### config.mk
export PLATFORM = sky130hd
export DESIGN_NAME = sw_top
export DESIGN_NICKNAME = d
export VERILOG_FILES = /design/src/design/sw_pkg.sv /design/src/design/sw_pe.sv /design/src/design/t_store.sv /design/src/design/pe_array.sv /design/src/design/sw_top.sv
export SDC_FILE = /design/constraint.sdc
export NUM_CORES = 2
export LEC_CHECK = 0
export BUFFER_PORTS_ARGS = -buffer_cell sky130_fd_sc_hd__buf_2
export CORE_ASPECT_RATIO = 2
export CORE_MARGIN = 1.5
export CORE_UTILIZATION = 38
export CTS_CLUSTER_SIZE = 20
export DETAILED_ROUTE_END_ITERATION = 8
export PLACE_DENSITY = 0.63
export SLEW_MARGIN = 20
export SYNTH_ARGS = -nofsm -noshare
export SYNTH_HDL_FRONTEND = slang
export SYNTH_HIERARCHICAL = 1
export SYNTH_SLANG_ARGS = --single-unit
### constraint.sdc
create_clock -name clk -period 49.6 [get_ports clk]
set_input_delay 4.96 -clock clk [delete_from_list [all_inputs] [get_ports clk]]
set_output_delay 4.96 -clock clk [all_outputs]
set_load 0.01 [all_outputs]
### src/design/sw_pkg.sv
package sw_pkg;

	// array size, one S base per PE
	localparam int PE_NUM = 8;
	localparam int PE_NUM_LOG = 4;

	// query buffer
	localparam int MAX_T = 32;
	localparam int MAX_T_LOG = 6;

	// signed score width inside the array
	localparam int SCORE_W = 12;
	// user reward and penalties, given as positive magnitudes
	localparam int PARAM_W = 8;

	// reset defaults
	localparam int DEF_MATCH = 6;
	localparam int DEF_MISMATCH = 1;
	localparam int DEF_OPEN = 2;
	localparam int DEF_EXTEND = 1;

	typedef enum logic [1:0] {
		IDLE  = 2'd0,
		SETT  = 2'd1,
		CALC  = 2'd2,
		DRAIN = 2'd3
	} ctrl_state_t;

endpackage

### src/design/sw_pe.sv
`timescale 1ns/1ps

module sw_pe (
	input  logic clk,
	input  logic rst_n,
	input  logic i_clear,
	input  logic i_enable,
	input  logic [1:0] i_s_base,
	input  logic [1:0] i_t_base,
	input  logic i_t_valid,
	input  logic signed [sw_pkg::SCORE_W-1:0] i_h_left,
	input  logic signed [sw_pkg::SCORE_W-1:0] i_f_left,
	input  logic signed [sw_pkg::SCORE_W-1:0] i_match,
	input  logic signed [sw_pkg::SCORE_W-1:0] i_mismatch,
	input  logic signed [sw_pkg::SCORE_W-1:0] i_open,
	input  logic signed [sw_pkg::SCORE_W-1:0] i_extend,
	output logic [1:0] o_t_base,
	output logic o_t_valid,
	output logic signed [sw_pkg::SCORE_W-1:0] o_h,
	output logic signed [sw_pkg::SCORE_W-1:0] o_f
);

	// o_h doubles as H of the row above
	logic signed [sw_pkg::SCORE_W-1:0] e_q;
	logic signed [sw_pkg::SCORE_W-1:0] h_diag;

	logic signed [sw_pkg::SCORE_W-1:0] e_from_h;
	logic signed [sw_pkg::SCORE_W-1:0] e_from_e;
	logic signed [sw_pkg::SCORE_W-1:0] f_from_h;
	logic signed [sw_pkg::SCORE_W-1:0] f_from_f;
	logic signed [sw_pkg::SCORE_W-1:0] e_new;
	logic signed [sw_pkg::SCORE_W-1:0] f_new;
	logic signed [sw_pkg::SCORE_W-1:0] diag_score;
	logic signed [sw_pkg::SCORE_W-1:0] h_new;

	always_comb begin
		e_from_h = o_h + i_open;
		e_from_e = e_q + i_extend;
		f_from_h = i_h_left + i_open;
		f_from_f = i_f_left + i_extend;
		e_new = (e_from_h > e_from_e) ? e_from_h : e_from_e;
		f_new = (f_from_h > f_from_f) ? f_from_h : f_from_f;
		diag_score = h_diag + ((i_t_base == i_s_base) ? i_match : i_mismatch);

		// local alignment floors at zero
		h_new = '0;
		if (e_new > h_new)
			h_new = e_new;
		if (f_new > h_new)
			h_new = f_new;
		if (diag_score > h_new)
			h_new = diag_score;
	end

	always_ff @(posedge clk or negedge rst_n) begin
		if (!rst_n) begin
			o_t_valid <= 1'b0;
			o_h <= '0;
			o_f <= '0;
			e_q <= '0;
			h_diag <= '0;
		end else if (i_clear) begin
			o_t_valid <= 1'b0;
			o_h <= '0;
			o_f <= '0;
			e_q <= '0;
			h_diag <= '0;
		end else begin
			o_t_valid <= i_t_valid;
			if (i_t_valid && i_enable) begin
				o_h <= h_new;
				o_f <= f_new;
				e_q <= e_new;
				// left H now becomes next row's diagonal
				h_diag <= i_h_left;
			end
		end
	end

	always_ff @(posedge clk) begin
		o_t_base <= i_t_base;
	end

endmodule

### src/design/t_store.sv
`timescale 1ns/1ps

module t_store (
	input  logic clk,
	input  logic rst_n,
	input  logic i_load_start,
	input  logic [sw_pkg::MAX_T_LOG-1:0] i_load_len,
	input  logic [1:0] i_base,
	input  logic i_base_valid,
	input  logic i_play_start,
	output logic o_base_ready,
	output logic o_loading,
	output logic [sw_pkg::MAX_T_LOG-1:0] o_t_len,
	output logic [1:0] o_play_base,
	output logic o_play_valid,
	output logic o_play_last
);

	logic [1:0] mem [0:sw_pkg::MAX_T-1];
	logic [sw_pkg::MAX_T_LOG-1:0] wr_ptr;
	logic [sw_pkg::MAX_T_LOG-1:0] rd_ptr;
	logic [sw_pkg::MAX_T_LOG-1:0] len_clamped;
	logic loading;

	always_comb begin
		if (i_load_len == '0)
			len_clamped = sw_pkg::MAX_T_LOG'(1);
		else if (i_load_len > sw_pkg::MAX_T_LOG'(sw_pkg::MAX_T))
			len_clamped = sw_pkg::MAX_T_LOG'(sw_pkg::MAX_T);
		else
			len_clamped = i_load_len;
	end

	always_ff @(posedge clk or negedge rst_n) begin
		if (!rst_n) begin
			loading <= 1'b0;
			wr_ptr <= '0;
			o_t_len <= '0;
		end else if (i_load_start) begin
			loading <= 1'b1;
			wr_ptr <= '0;
			o_t_len <= len_clamped;
		end else if (loading && i_base_valid) begin
			wr_ptr <= wr_ptr + sw_pkg::MAX_T_LOG'(1);
			if (wr_ptr + sw_pkg::MAX_T_LOG'(1) == o_t_len)
				loading <= 1'b0;
		end
	end

	// only pointer values below MAX_T address live entries
	always_ff @(posedge clk) begin
		if (loading && i_base_valid)
			mem[wr_ptr[sw_pkg::MAX_T_LOG-2:0]] <= i_base;
	end

	always_ff @(posedge clk or negedge rst_n) begin
		if (!rst_n) begin
			o_play_valid <= 1'b0;
			o_play_last <= 1'b0;
			rd_ptr <= '0;
		end else if (i_play_start) begin
			o_play_valid <= 1'b1;
			o_play_last <= (o_t_len == sw_pkg::MAX_T_LOG'(1));
			rd_ptr <= sw_pkg::MAX_T_LOG'(1);
		end else if (o_play_valid && !o_play_last) begin
			o_play_last <= (rd_ptr + sw_pkg::MAX_T_LOG'(1) == o_t_len);
			rd_ptr <= rd_ptr + sw_pkg::MAX_T_LOG'(1);
		end else begin
			o_play_valid <= 1'b0;
			o_play_last <= 1'b0;
		end
	end

	always_ff @(posedge clk) begin
		if (i_play_start)
			o_play_base <= mem[0];
		else if (o_play_valid)
			o_play_base <= mem[rd_ptr[sw_pkg::MAX_T_LOG-2:0]];
	end

	assign o_base_ready = loading;
	assign o_loading = loading;

endmodule

### src/design/pe_array.sv
`timescale 1ns/1ps

module pe_array (
	input  logic clk,
	input  logic rst_n,
	input  logic i_start,
	input  logic [sw_pkg::PE_NUM*2-1:0] i_s,
	input  logic [sw_pkg::PE_NUM_LOG-1:0] i_s_len,
	input  logic [1:0] i_t_base,
	input  logic i_t_valid,
	input  logic i_t_last,
	input  logic signed [sw_pkg::SCORE_W-1:0] i_match,
	input  logic signed [sw_pkg::SCORE_W-1:0] i_mismatch,
	input  logic signed [sw_pkg::SCORE_W-1:0] i_open,
	input  logic signed [sw_pkg::SCORE_W-1:0] i_extend,
	output logic signed [sw_pkg::SCORE_W-1:0] o_result,
	output logic o_done
);

	// index 0 is the left boundary, index k+1 is the output of PE k
	logic [1:0] t_chain [0:sw_pkg::PE_NUM];
	logic v_chain [0:sw_pkg::PE_NUM];
	logic signed [sw_pkg::SCORE_W-1:0] h_chain [0:sw_pkg::PE_NUM];
	logic signed [sw_pkg::SCORE_W-1:0] f_chain [0:sw_pkg::PE_NUM];

	logic [sw_pkg::PE_NUM-1:0] last_sr;
	logic signed [sw_pkg::SCORE_W-1:0] max_next;

	assign t_chain[0] = i_t_base;
	assign v_chain[0] = i_t_valid;
	assign h_chain[0] = '0;
	assign f_chain[0] = '0;

	for (genvar k = 0; k < sw_pkg::PE_NUM; k++) begin : g_pe
		sw_pe u_pe (
			.clk        (clk),
			.rst_n      (rst_n),
			.i_clear    (i_start),
			.i_enable   (i_s_len > sw_pkg::PE_NUM_LOG'(k)),
			.i_s_base   (i_s[2*k+1:2*k]),
			.i_t_base   (t_chain[k]),
			.i_t_valid  (v_chain[k]),
			.i_h_left   (h_chain[k]),
			.i_f_left   (f_chain[k]),
			.i_match    (i_match),
			.i_mismatch (i_mismatch),
			.i_open     (i_open),
			.i_extend   (i_extend),
			.o_t_base   (t_chain[k+1]),
			.o_t_valid  (v_chain[k+1]),
			.o_h        (h_chain[k+1]),
			.o_f        (f_chain[k+1])
		);
	end

	// disabled cells sit at 0, so they never raise the max
	always_comb begin
		max_next = o_result;
		for (int j = 1; j <= sw_pkg::PE_NUM; j++) begin
			if (h_chain[j] > max_next)
				max_next = h_chain[j];
		end
	end

	always_ff @(posedge clk or negedge rst_n) begin
		if (!rst_n) begin
			o_result <= '0;
			last_sr <= '0;
			o_done <= 1'b0;
		end else if (i_start) begin
			o_result <= '0;
			last_sr <= '0;
			o_done <= 1'b0;
		end else begin
			o_result <= max_next;
			last_sr <= {last_sr[sw_pkg::PE_NUM-2:0], i_t_last & i_t_valid};
			// last base just left the final PE, max settles this edge
			o_done <= last_sr[sw_pkg::PE_NUM-1] & v_chain[sw_pkg::PE_NUM];
		end
	end

endmodule

### src/design/sw_top.sv
`timescale 1ns/1ps

module sw_top (
	input  logic clk,
	input  logic rst_n,

	// query load
	input  logic i_set_t,
	input  logic [sw_pkg::MAX_T_LOG-1:0] i_t_len,
	input  logic [1:0] i_t_base,
	input  logic i_t_valid,
	output logic o_t_ready,

	// calculation
	input  logic i_start_cal,
	input  logic [sw_pkg::PE_NUM*2-1:0] i_s,
	input  logic [sw_pkg::PE_NUM_LOG-1:0] i_s_len,

	// scoring
	input  logic [sw_pkg::PARAM_W-1:0] i_match,
	input  logic [sw_pkg::PARAM_W-1:0] i_mismatch,
	input  logic [sw_pkg::PARAM_W-1:0] i_gap_open,
	input  logic [sw_pkg::PARAM_W-1:0] i_gap_extend,
	input  logic i_param_valid,

	output logic o_busy,
	output logic signed [sw_pkg::SCORE_W-1:0] o_result,
	output logic o_valid
);

	logic set_t_r;
	logic start_r;
	logic param_valid_r;
	logic [sw_pkg::MAX_T_LOG-1:0] t_len_r;
	logic [sw_pkg::PE_NUM*2-1:0] s_r;
	logic [sw_pkg::PE_NUM_LOG-1:0] s_len_r;
	logic [sw_pkg::PARAM_W-1:0] match_r;
	logic [sw_pkg::PARAM_W-1:0] mismatch_r;
	logic [sw_pkg::PARAM_W-1:0] open_r;
	logic [sw_pkg::PARAM_W-1:0] extend_r;

	sw_pkg::ctrl_state_t state;
	sw_pkg::ctrl_state_t n_state;
	logic load_start;
	logic play_start;

	// S as latched at the start of a run
	logic [sw_pkg::PE_NUM*2-1:0] s_cal;
	logic [sw_pkg::PE_NUM_LOG-1:0] s_len_cal;

	logic signed [sw_pkg::SCORE_W-1:0] score_match;
	logic signed [sw_pkg::SCORE_W-1:0] score_mismatch;
	logic signed [sw_pkg::SCORE_W-1:0] score_open;
	logic signed [sw_pkg::SCORE_W-1:0] score_extend;

	logic loading;
	logic [sw_pkg::MAX_T_LOG-1:0] t_len;
	logic [1:0] t_base;
	logic t_base_valid;
	logic t_base_last;

	logic signed [sw_pkg::SCORE_W-1:0] array_result;
	logic array_done;

	always_ff @(posedge clk or negedge rst_n) begin
		if (!rst_n) begin
			set_t_r <= 1'b0;
			start_r <= 1'b0;
			param_valid_r <= 1'b0;
		end else begin
			set_t_r <= i_set_t;
			start_r <= i_start_cal;
			param_valid_r <= i_param_valid;
		end
	end

	always_ff @(posedge clk) begin
		t_len_r <= i_t_len;
		s_r <= i_s;
		s_len_r <= i_s_len;
		match_r <= i_match;
		mismatch_r <= i_mismatch;
		open_r <= i_gap_open;
		extend_r <= i_gap_extend;
	end

	always_comb begin
		n_state = state;
		load_start = 1'b0;
		play_start = 1'b0;
		case (state)
			sw_pkg::IDLE: begin
				if (set_t_r) begin
					n_state = sw_pkg::SETT;
					load_start = 1'b1;
				end else if (start_r && (t_len != '0)) begin
					n_state = sw_pkg::CALC;
					play_start = 1'b1;
				end
			end
			sw_pkg::SETT: begin
				if (!loading)
					n_state = sw_pkg::IDLE;
			end
			sw_pkg::CALC: begin
				if (array_done)
					n_state = sw_pkg::DRAIN;
			end
			default: n_state = sw_pkg::IDLE;
		endcase
	end

	always_ff @(posedge clk or negedge rst_n) begin
		if (!rst_n) begin
			state <= sw_pkg::IDLE;
			o_busy <= 1'b0;
			o_valid <= 1'b0;
			o_result <= '0;
		end else begin
			state <= n_state;
			o_busy <= (n_state != sw_pkg::IDLE);
			o_valid <= array_done;
			// result is held until the next run finishes
			if (array_done)
				o_result <= array_result;
		end
	end

	// penalties become negative, match stays positive
	always_ff @(posedge clk or negedge rst_n) begin
		if (!rst_n) begin
			score_match <= sw_pkg::SCORE_W'(sw_pkg::DEF_MATCH);
			score_mismatch <= -sw_pkg::SCORE_W'(sw_pkg::DEF_MISMATCH);
			score_open <= -sw_pkg::SCORE_W'(sw_pkg::DEF_OPEN);
			score_extend <= -sw_pkg::SCORE_W'(sw_pkg::DEF_EXTEND);
		end else if (param_valid_r && (state != sw_pkg::CALC)) begin
			score_match <= sw_pkg::SCORE_W'(match_r);
			score_mismatch <= -sw_pkg::SCORE_W'(mismatch_r);
			score_open <= -sw_pkg::SCORE_W'(open_r);
			score_extend <= -sw_pkg::SCORE_W'(extend_r);
		end
	end

	always_ff @(posedge clk) begin
		if (play_start) begin
			s_cal <= s_r;
			s_len_cal <= s_len_r;
		end
	end

	t_store u_t_store (
		.clk          (clk),
		.rst_n        (rst_n),
		.i_load_start (load_start),
		.i_load_len   (t_len_r),
		.i_base       (i_t_base),
		.i_base_valid (i_t_valid),
		.i_play_start (play_start),
		.o_base_ready (o_t_ready),
		.o_loading    (loading),
		.o_t_len      (t_len),
		.o_play_base  (t_base),
		.o_play_valid (t_base_valid),
		.o_play_last  (t_base_last)
	);

	pe_array u_pe_array (
		.clk        (clk),
		.rst_n      (rst_n),
		.i_start    (play_start),
		.i_s        (s_cal),
		.i_s_len    (s_len_cal),
		.i_t_base   (t_base),
		.i_t_valid  (t_base_valid),
		.i_t_last   (t_base_last),
		.i_match    (score_match),
		.i_mismatch (score_mismatch),
		.i_open     (score_open),
		.i_extend   (score_extend),
		.o_result   (array_result),
		.o_done     (array_done)
	);

endmodule

Yosys cells after proc, flatten, opt, wreduce, memory -nomap -nowiden
Memories as Yosys holds them, arrays and structs flattened.
Cells that the tools add are included.
W data, S select, Z words.
{"block": "totals", "reg_bits": 579, "mem_bits_rw": 64, "inputBits": 66, "out_inout_bits": 15, "word_cells": 373, "memories": 1}
{"name": "u_t_store.mem", "depth": 32, "word_bits": 2, "rd": 2, "rd_clocked_by_memory_dff": 0, "wr": 1, "line": "t_store.sv:19", "source": "logic [1:0] mem [0:sw_pkg::MAX_T-1];"}
{"block": "op_classes", "n_addsub": 36, "order_cmp": 57, "eq_ne": 15, "mux": 156, "bitwise_logic": 2, "reduce_logical": 30}
{"operator": "$mux W12", "n": 119}
{"operator": "$gt A12 B12 Y1", "n": 40}
{"operator": "$add A12 B12 Y12", "n": 31}
{"operator": "$gt A12 B1 Y1 const B", "n": 8}
{"operator": "$mux W6", "n": 6}
{"operator": "$neg A8 Y12", "n": 3}
{"operator": "$reduce_bool A2 Y1", "n": 13}
{"operator": "$mux W1", "n": 23}
{"operator": "$eq A2 B2 Y1", "n": 8}
{"operator": "$gt A4 B3 Y1 const B", "n": 4}
{"operator": "$add A6 B1 Y6 const B", "n": 2}
{"operator": "$eq A6 B6 Y1", "n": 2}
{"operator": "$logic_and A1 B1 Y1", "n": 12}
{"operator": "$mux W2", "n": 6}
{"operator": "$gt A4 B1 Y1 const B", "n": 2}
{"operator": "$gt A4 B2 Y1 const B", "n": 2}
{"operator": "$mux W8", "n": 1}
{"operator": "$eq A6 B1 Y1 const B", "n": 1}
{"operator": "$gt A6 B6 Y1 const B", "n": 1}
{"operator": "$logic_not A6 Y1", "n": 1}
{"operator": "$pmux W2 S3", "n": 1}
{"operator": "$reduce_bool A6 Y1", "n": 1}
{"operator": "$ne A2 B2 Y1 const B", "n": 2}
{"operator": "$and A1 B1 Y1", "n": 2}
{"operator": "5 further kinds", "n": 5}

Depth between registers and ports, before layout
{"block": "logic_depth", "word_depth": 17, "ltp_mapped": 114}

Hierarchy
The synthesis kept the hierarchy.
{"module": "sw_pe (u_pe_array.g_pe[0].u_pe ...)", "instances": 3, "cells_per_inst": 703, "area_each_um2": 6073.3, "seq_area_each_um2": 1266.2}
{"module": "sw_pe (u_pe_array.g_pe[2].u_pe)", "instances": 1, "cells_per_inst": 725, "area_each_um2": 6173.4, "seq_area_each_um2": 1266.2}
{"module": "sw_pe (u_pe_array.g_pe[1].u_pe)", "instances": 1, "cells_per_inst": 691, "area_each_um2": 6139.6, "seq_area_each_um2": 1266.2}
{"module": "sw_pe (u_pe_array.g_pe[7].u_pe)", "instances": 1, "cells_per_inst": 695, "area_each_um2": 6127.1, "seq_area_each_um2": 1266.2}
{"module": "sw_pe (u_pe_array.g_pe[6].u_pe)", "instances": 1, "cells_per_inst": 693, "area_each_um2": 6039.5, "seq_area_each_um2": 1266.2}
{"module": "sw_pe (u_pe_array.g_pe[5].u_pe)", "instances": 1, "cells_per_inst": 676, "area_each_um2": 6000.8, "seq_area_each_um2": 1266.2}
{"module": "pe_array", "instances": 1, "cells_per_inst": 661, "area_each_um2": 4775.8, "seq_area_each_um2": 525.5}
{"module": "sw_top", "instances": 1, "cells_per_inst": 297, "area_each_um2": 4565.6, "seq_area_each_um2": 3384.5}
{"module": "t_store", "instances": 1, "cells_per_inst": 309, "area_each_um2": 4052.6, "seq_area_each_um2": 2507.4}

Worst setup path before layout
No wires, ideal clock.
{"block": "synth_path", "path_kind": "reg-to-reg", "startpoint": "reg u_pe_array/g_pe[0].u_pe/o_h[11] (netlist name)", "endpoint": "reg u_pe_array/o_result[1] (netlist name)", "setup_ns": 0.077, "t_arrival_ns": 18.043, "required_ns": 49.523, "path_slack_ns": 31.479, "stages_incl_launch_ff": 109, "n_path_buf": 13, "period_less_slack_ns": 18.121, "path_cell_list": "dfrtp_1 ha_1 nand4_2 nor3_2 nor3_1 a21oi_2 clkbuf_1 clkbuf_1 a21oi_1 ha_1 and4_1 and2_1 nand3_1 mux2i_1 a311o_1 o21bai_2 clkbuf_1 clkbuf_1 (+73 left out) nor2b_1 o21a_1 o21a_1 o21ai_0 nand2b_1 a21oi_1 nor2b_1 o21ai_0 nand2b_1 a21oi_1 nor2b_1 o21ai_0 a21oi_1 a21oi_1 and2_1 clkbuf_1 a31oi_1 o21ai_1"}
{"block": "synth_via", "elab_chain_len": 17}
{"element": "start: declaration", "line": "sw_pe.sv:19", "source": "output logic signed [sw_pkg::SCORE_W-1:0] o_h,"}
{"element": "start signal: assignment", "line": "sw_pe.sv:71", "source": "o_h <= h_new;"}
{"element": "$gt A12 B12 Y1", "line": "pe_array.sv:60", "source": "if (h_chain[j] > max_next)"}
{"element": "$mux W12 *", "line": "pe_array.sv:60"}
{"element": "$gt A12 B12 Y1", "line": "pe_array.sv:60"}
{"element": "$mux W12 *", "line": "pe_array.sv:60"}
{"element": "$gt A12 B12 Y1", "line": "pe_array.sv:60"}
{"element": "$mux W12 *", "line": "pe_array.sv:60"}
{"element": "$gt A12 B12 Y1", "line": "pe_array.sv:60"}
{"element": "$mux W12 *", "line": "pe_array.sv:60"}
{"element": "$gt A12 B12 Y1", "line": "pe_array.sv:60"}
{"element": "$mux W12 *", "line": "pe_array.sv:60"}
{"element": "$gt A12 B12 Y1", "line": "pe_array.sv:60"}
{"element": "$mux W12 *", "line": "pe_array.sv:60"}
{"element": "$gt A12 B12 Y1", "line": "pe_array.sv:60"}
{"element": "$mux W12 *", "line": "pe_array.sv:60"}
{"element": "$gt A12 B12 Y1", "line": "pe_array.sv:60"}
{"element": "$mux W12 *", "line": "pe_array.sv:60"}
{"element": "$mux W12 *", "line": "pe_array.sv:70", "source": "end else if (i_start) begin"}
{"element": "end signal: assignment", "line": "pe_array.sv:75", "source": "o_result <= max_next;"}
{"element": "end: declaration", "line": "pe_array.sv:16", "source": "output logic signed [sw_pkg::SCORE_W-1:0] o_result,"}
Mark *: on every way between the ends. The rest lies on a longest branch, timed or not.
A chain may end at the register's enable or synchronous reset.

Final worst setup path
{"block": "layout_path", "startpoint": "reg u_pe_array/g_pe[0].u_pe/o_h[11] (netlist name)", "endpoint": "reg u_pe_array/o_result[0] (netlist name)"}
Same word-level chain as after synthesis.

==> metrics.txt <==
outcome completed; CP endpoint kind flip-flop; period utilization 43.4%; clock tree buffer depth 3; Worst Slack Setup Final 28.07 ns; CTS tree yes; first-pass GRT wire length 346 mm; initial antenna violation count 18; met1 GRT Util 25.9%; DRC 0; P&R area growth vs syn 8.78%; io pins 81; Die ar. 165,000 um2; Setup Viol. Count Final 0; most used routing layer met2; met3 Use GR 3.49%; DP HPWL 186 mm; worst slack, placed 28.32 ns; Cells after Synth 6,823; commonest non-fill, non-tap cell in the layout ha_1; synthesized cell area 61,600 um2; CP max stage cell o21bai_2; Final Critical Period 21.53 ns; H-tree levels 2; clock latency on the worst-skew pair 0.75 ns; Required @ worst endpoint 50.18 ns; Detailed Route Iter0 Violations 3,404; HP Class flip-flop to flip-flop; final WL 236 mm; Core ar. 161,000 um2; CP max stage delay 0.77 ns; Ys Warns 6; drt wl/cell 25.9 um; CP startpoint kind flip-flop; Hold Slack 0.351 ns; floorplan row count 208; Crit path top cell by count o21ai_0; Critical Path AT 22.12 ns; routed vias 54,872; Final Hold Fails 0; Final Max Tran Viols 0; PortBufs 80; RSZ-0062 raised after global routing no; Max Cap Violations 0; antenna-violating nets left 0; Tot GR Track Use 28.1%; syn_area_per_cell 9.04 um2; Fmax 0.0464 GHz; drt first pass iters 8; kind of critical path flip-flop to flip-flop; Least-Margin Pin Slew about 1.2 ns; Fin Clk Skew 0.0698 ns; GRT Residual Overflow 0; commonest non-fill, non-tap cells in the layout ha_1 (910), nand2_1 (478), o21ai_0 (457); largest net degree at the start of global routing 77; setup TNS 0 ns; Die W 288 um; Die Y 573 um; clk root buf clkbuf_16; routed vias/inst 6.03; vias in the first global route 55,949; setup bufs post-CTS 0; ratio of cells with drive above 1 in the final layout 9.93%; total CTS buffers 60; Clock Pin Slew Worst Setup and Hold Paths roughly 0.070 ns; met2 usage 51.9%; gpl congestion between 0.9 and 1; clock sinks 643; Post-CTS Resized 0; Slew HR a little over a fifth; Critical Path Fanout Max 25; Layout Nets 7,965; CTS Hold Bufs 0; initial core utilization 38.3%
## critical path: cells and delay by family (launching register included)
| family | cells | cell delay [ns] |
|---|---|---|
| mux | 5 | 1.37 |
| simple gates | 29 | 3.33 |
| compound gates | 51 | 12.21 |
| fa+ha+maj | 8 | 2.69 |
| buf+inv | 7 | 1.29 |
| flops | 1 | 0.47 |
## path summary, 6_finish.rpt
path,slack [ns],from,cells past startpoint,to
max,28.07,u_pe_array/g_pe[0].u_pe/o_h[11],100,u_pe_array/o_result[0]
min,0.35,u_pe_array/g_pe[2].u_pe/o_t_base[0],0,u_pe_array/g_pe[3].u_pe/o_t_base[0]
max reg2reg,28.07,u_pe_array/g_pe[0].u_pe/o_h[11],100,u_pe_array/o_result[0]
min reg2reg,0.35,u_pe_array/g_pe[2].u_pe/o_t_base[0],0,u_pe_array/g_pe[3].u_pe/o_t_base[0]
max in group asynchronous,41.82,rst_n,5,u_pe_array/g_pe[5].u_pe/e_q[6]
min in group asynchronous,4.20,rst_n,1,u_pe_array/g_pe[1].u_pe/e_q[6]
## through the flow
stage | cells | area [um2] | utilization, %
global route | 9103 | 67100 | 41.7
detailed placement | 8986 | 65000 | 40.4
floorplan | 6891 | 61900 | -
CTS | 9099 | 67000 | 41.7
finish | 9105 | 67100 | 41.7
global placement | 8986 | 65000 | 40.4
## registers in the layout, indices dropped and copies added, names as in the netlist, 12 cells and up
name,count
score_mismatch,12
u_pe_array/g_pe.u_pe/h_diag,96
s_r,16
u_pe_array/g_pe.u_pe/e_q,96
u_pe_array/g_pe.u_pe/o_h,96
score_extend,12
score_open,12
u_t_store/mem,64
u_pe_array/g_pe.u_pe/o_f,84
u_pe_array/o_result,12
o_result,12
s_cal,16
u_pe_array/g_pe.u_pe/o_t_base,14
## layer usage
metal,part of all wire [%],vias to the layer above
met2,51,1789
li1,-,25617
met5,0.034,-
met3,4.5,885
met1,32,26569
met4,12,12
## layout make-up
cell class | instances | area, um2
tap | 2100 | 2630
sequential | 643 | 16200
clock buffer | 73 | 1690
multi-input combinational | 5646 | 43400
fill | 16004 | 93800
inverter | 420 | 1580
clock inverter | 40 | 355
timing repair buffer | 178 | 1180
antenna | 5 | 12.5
Power is left out: the tool's default activity adds up to more than one toggle a clock period on the data nets, which glitch-free logic cannot reach.
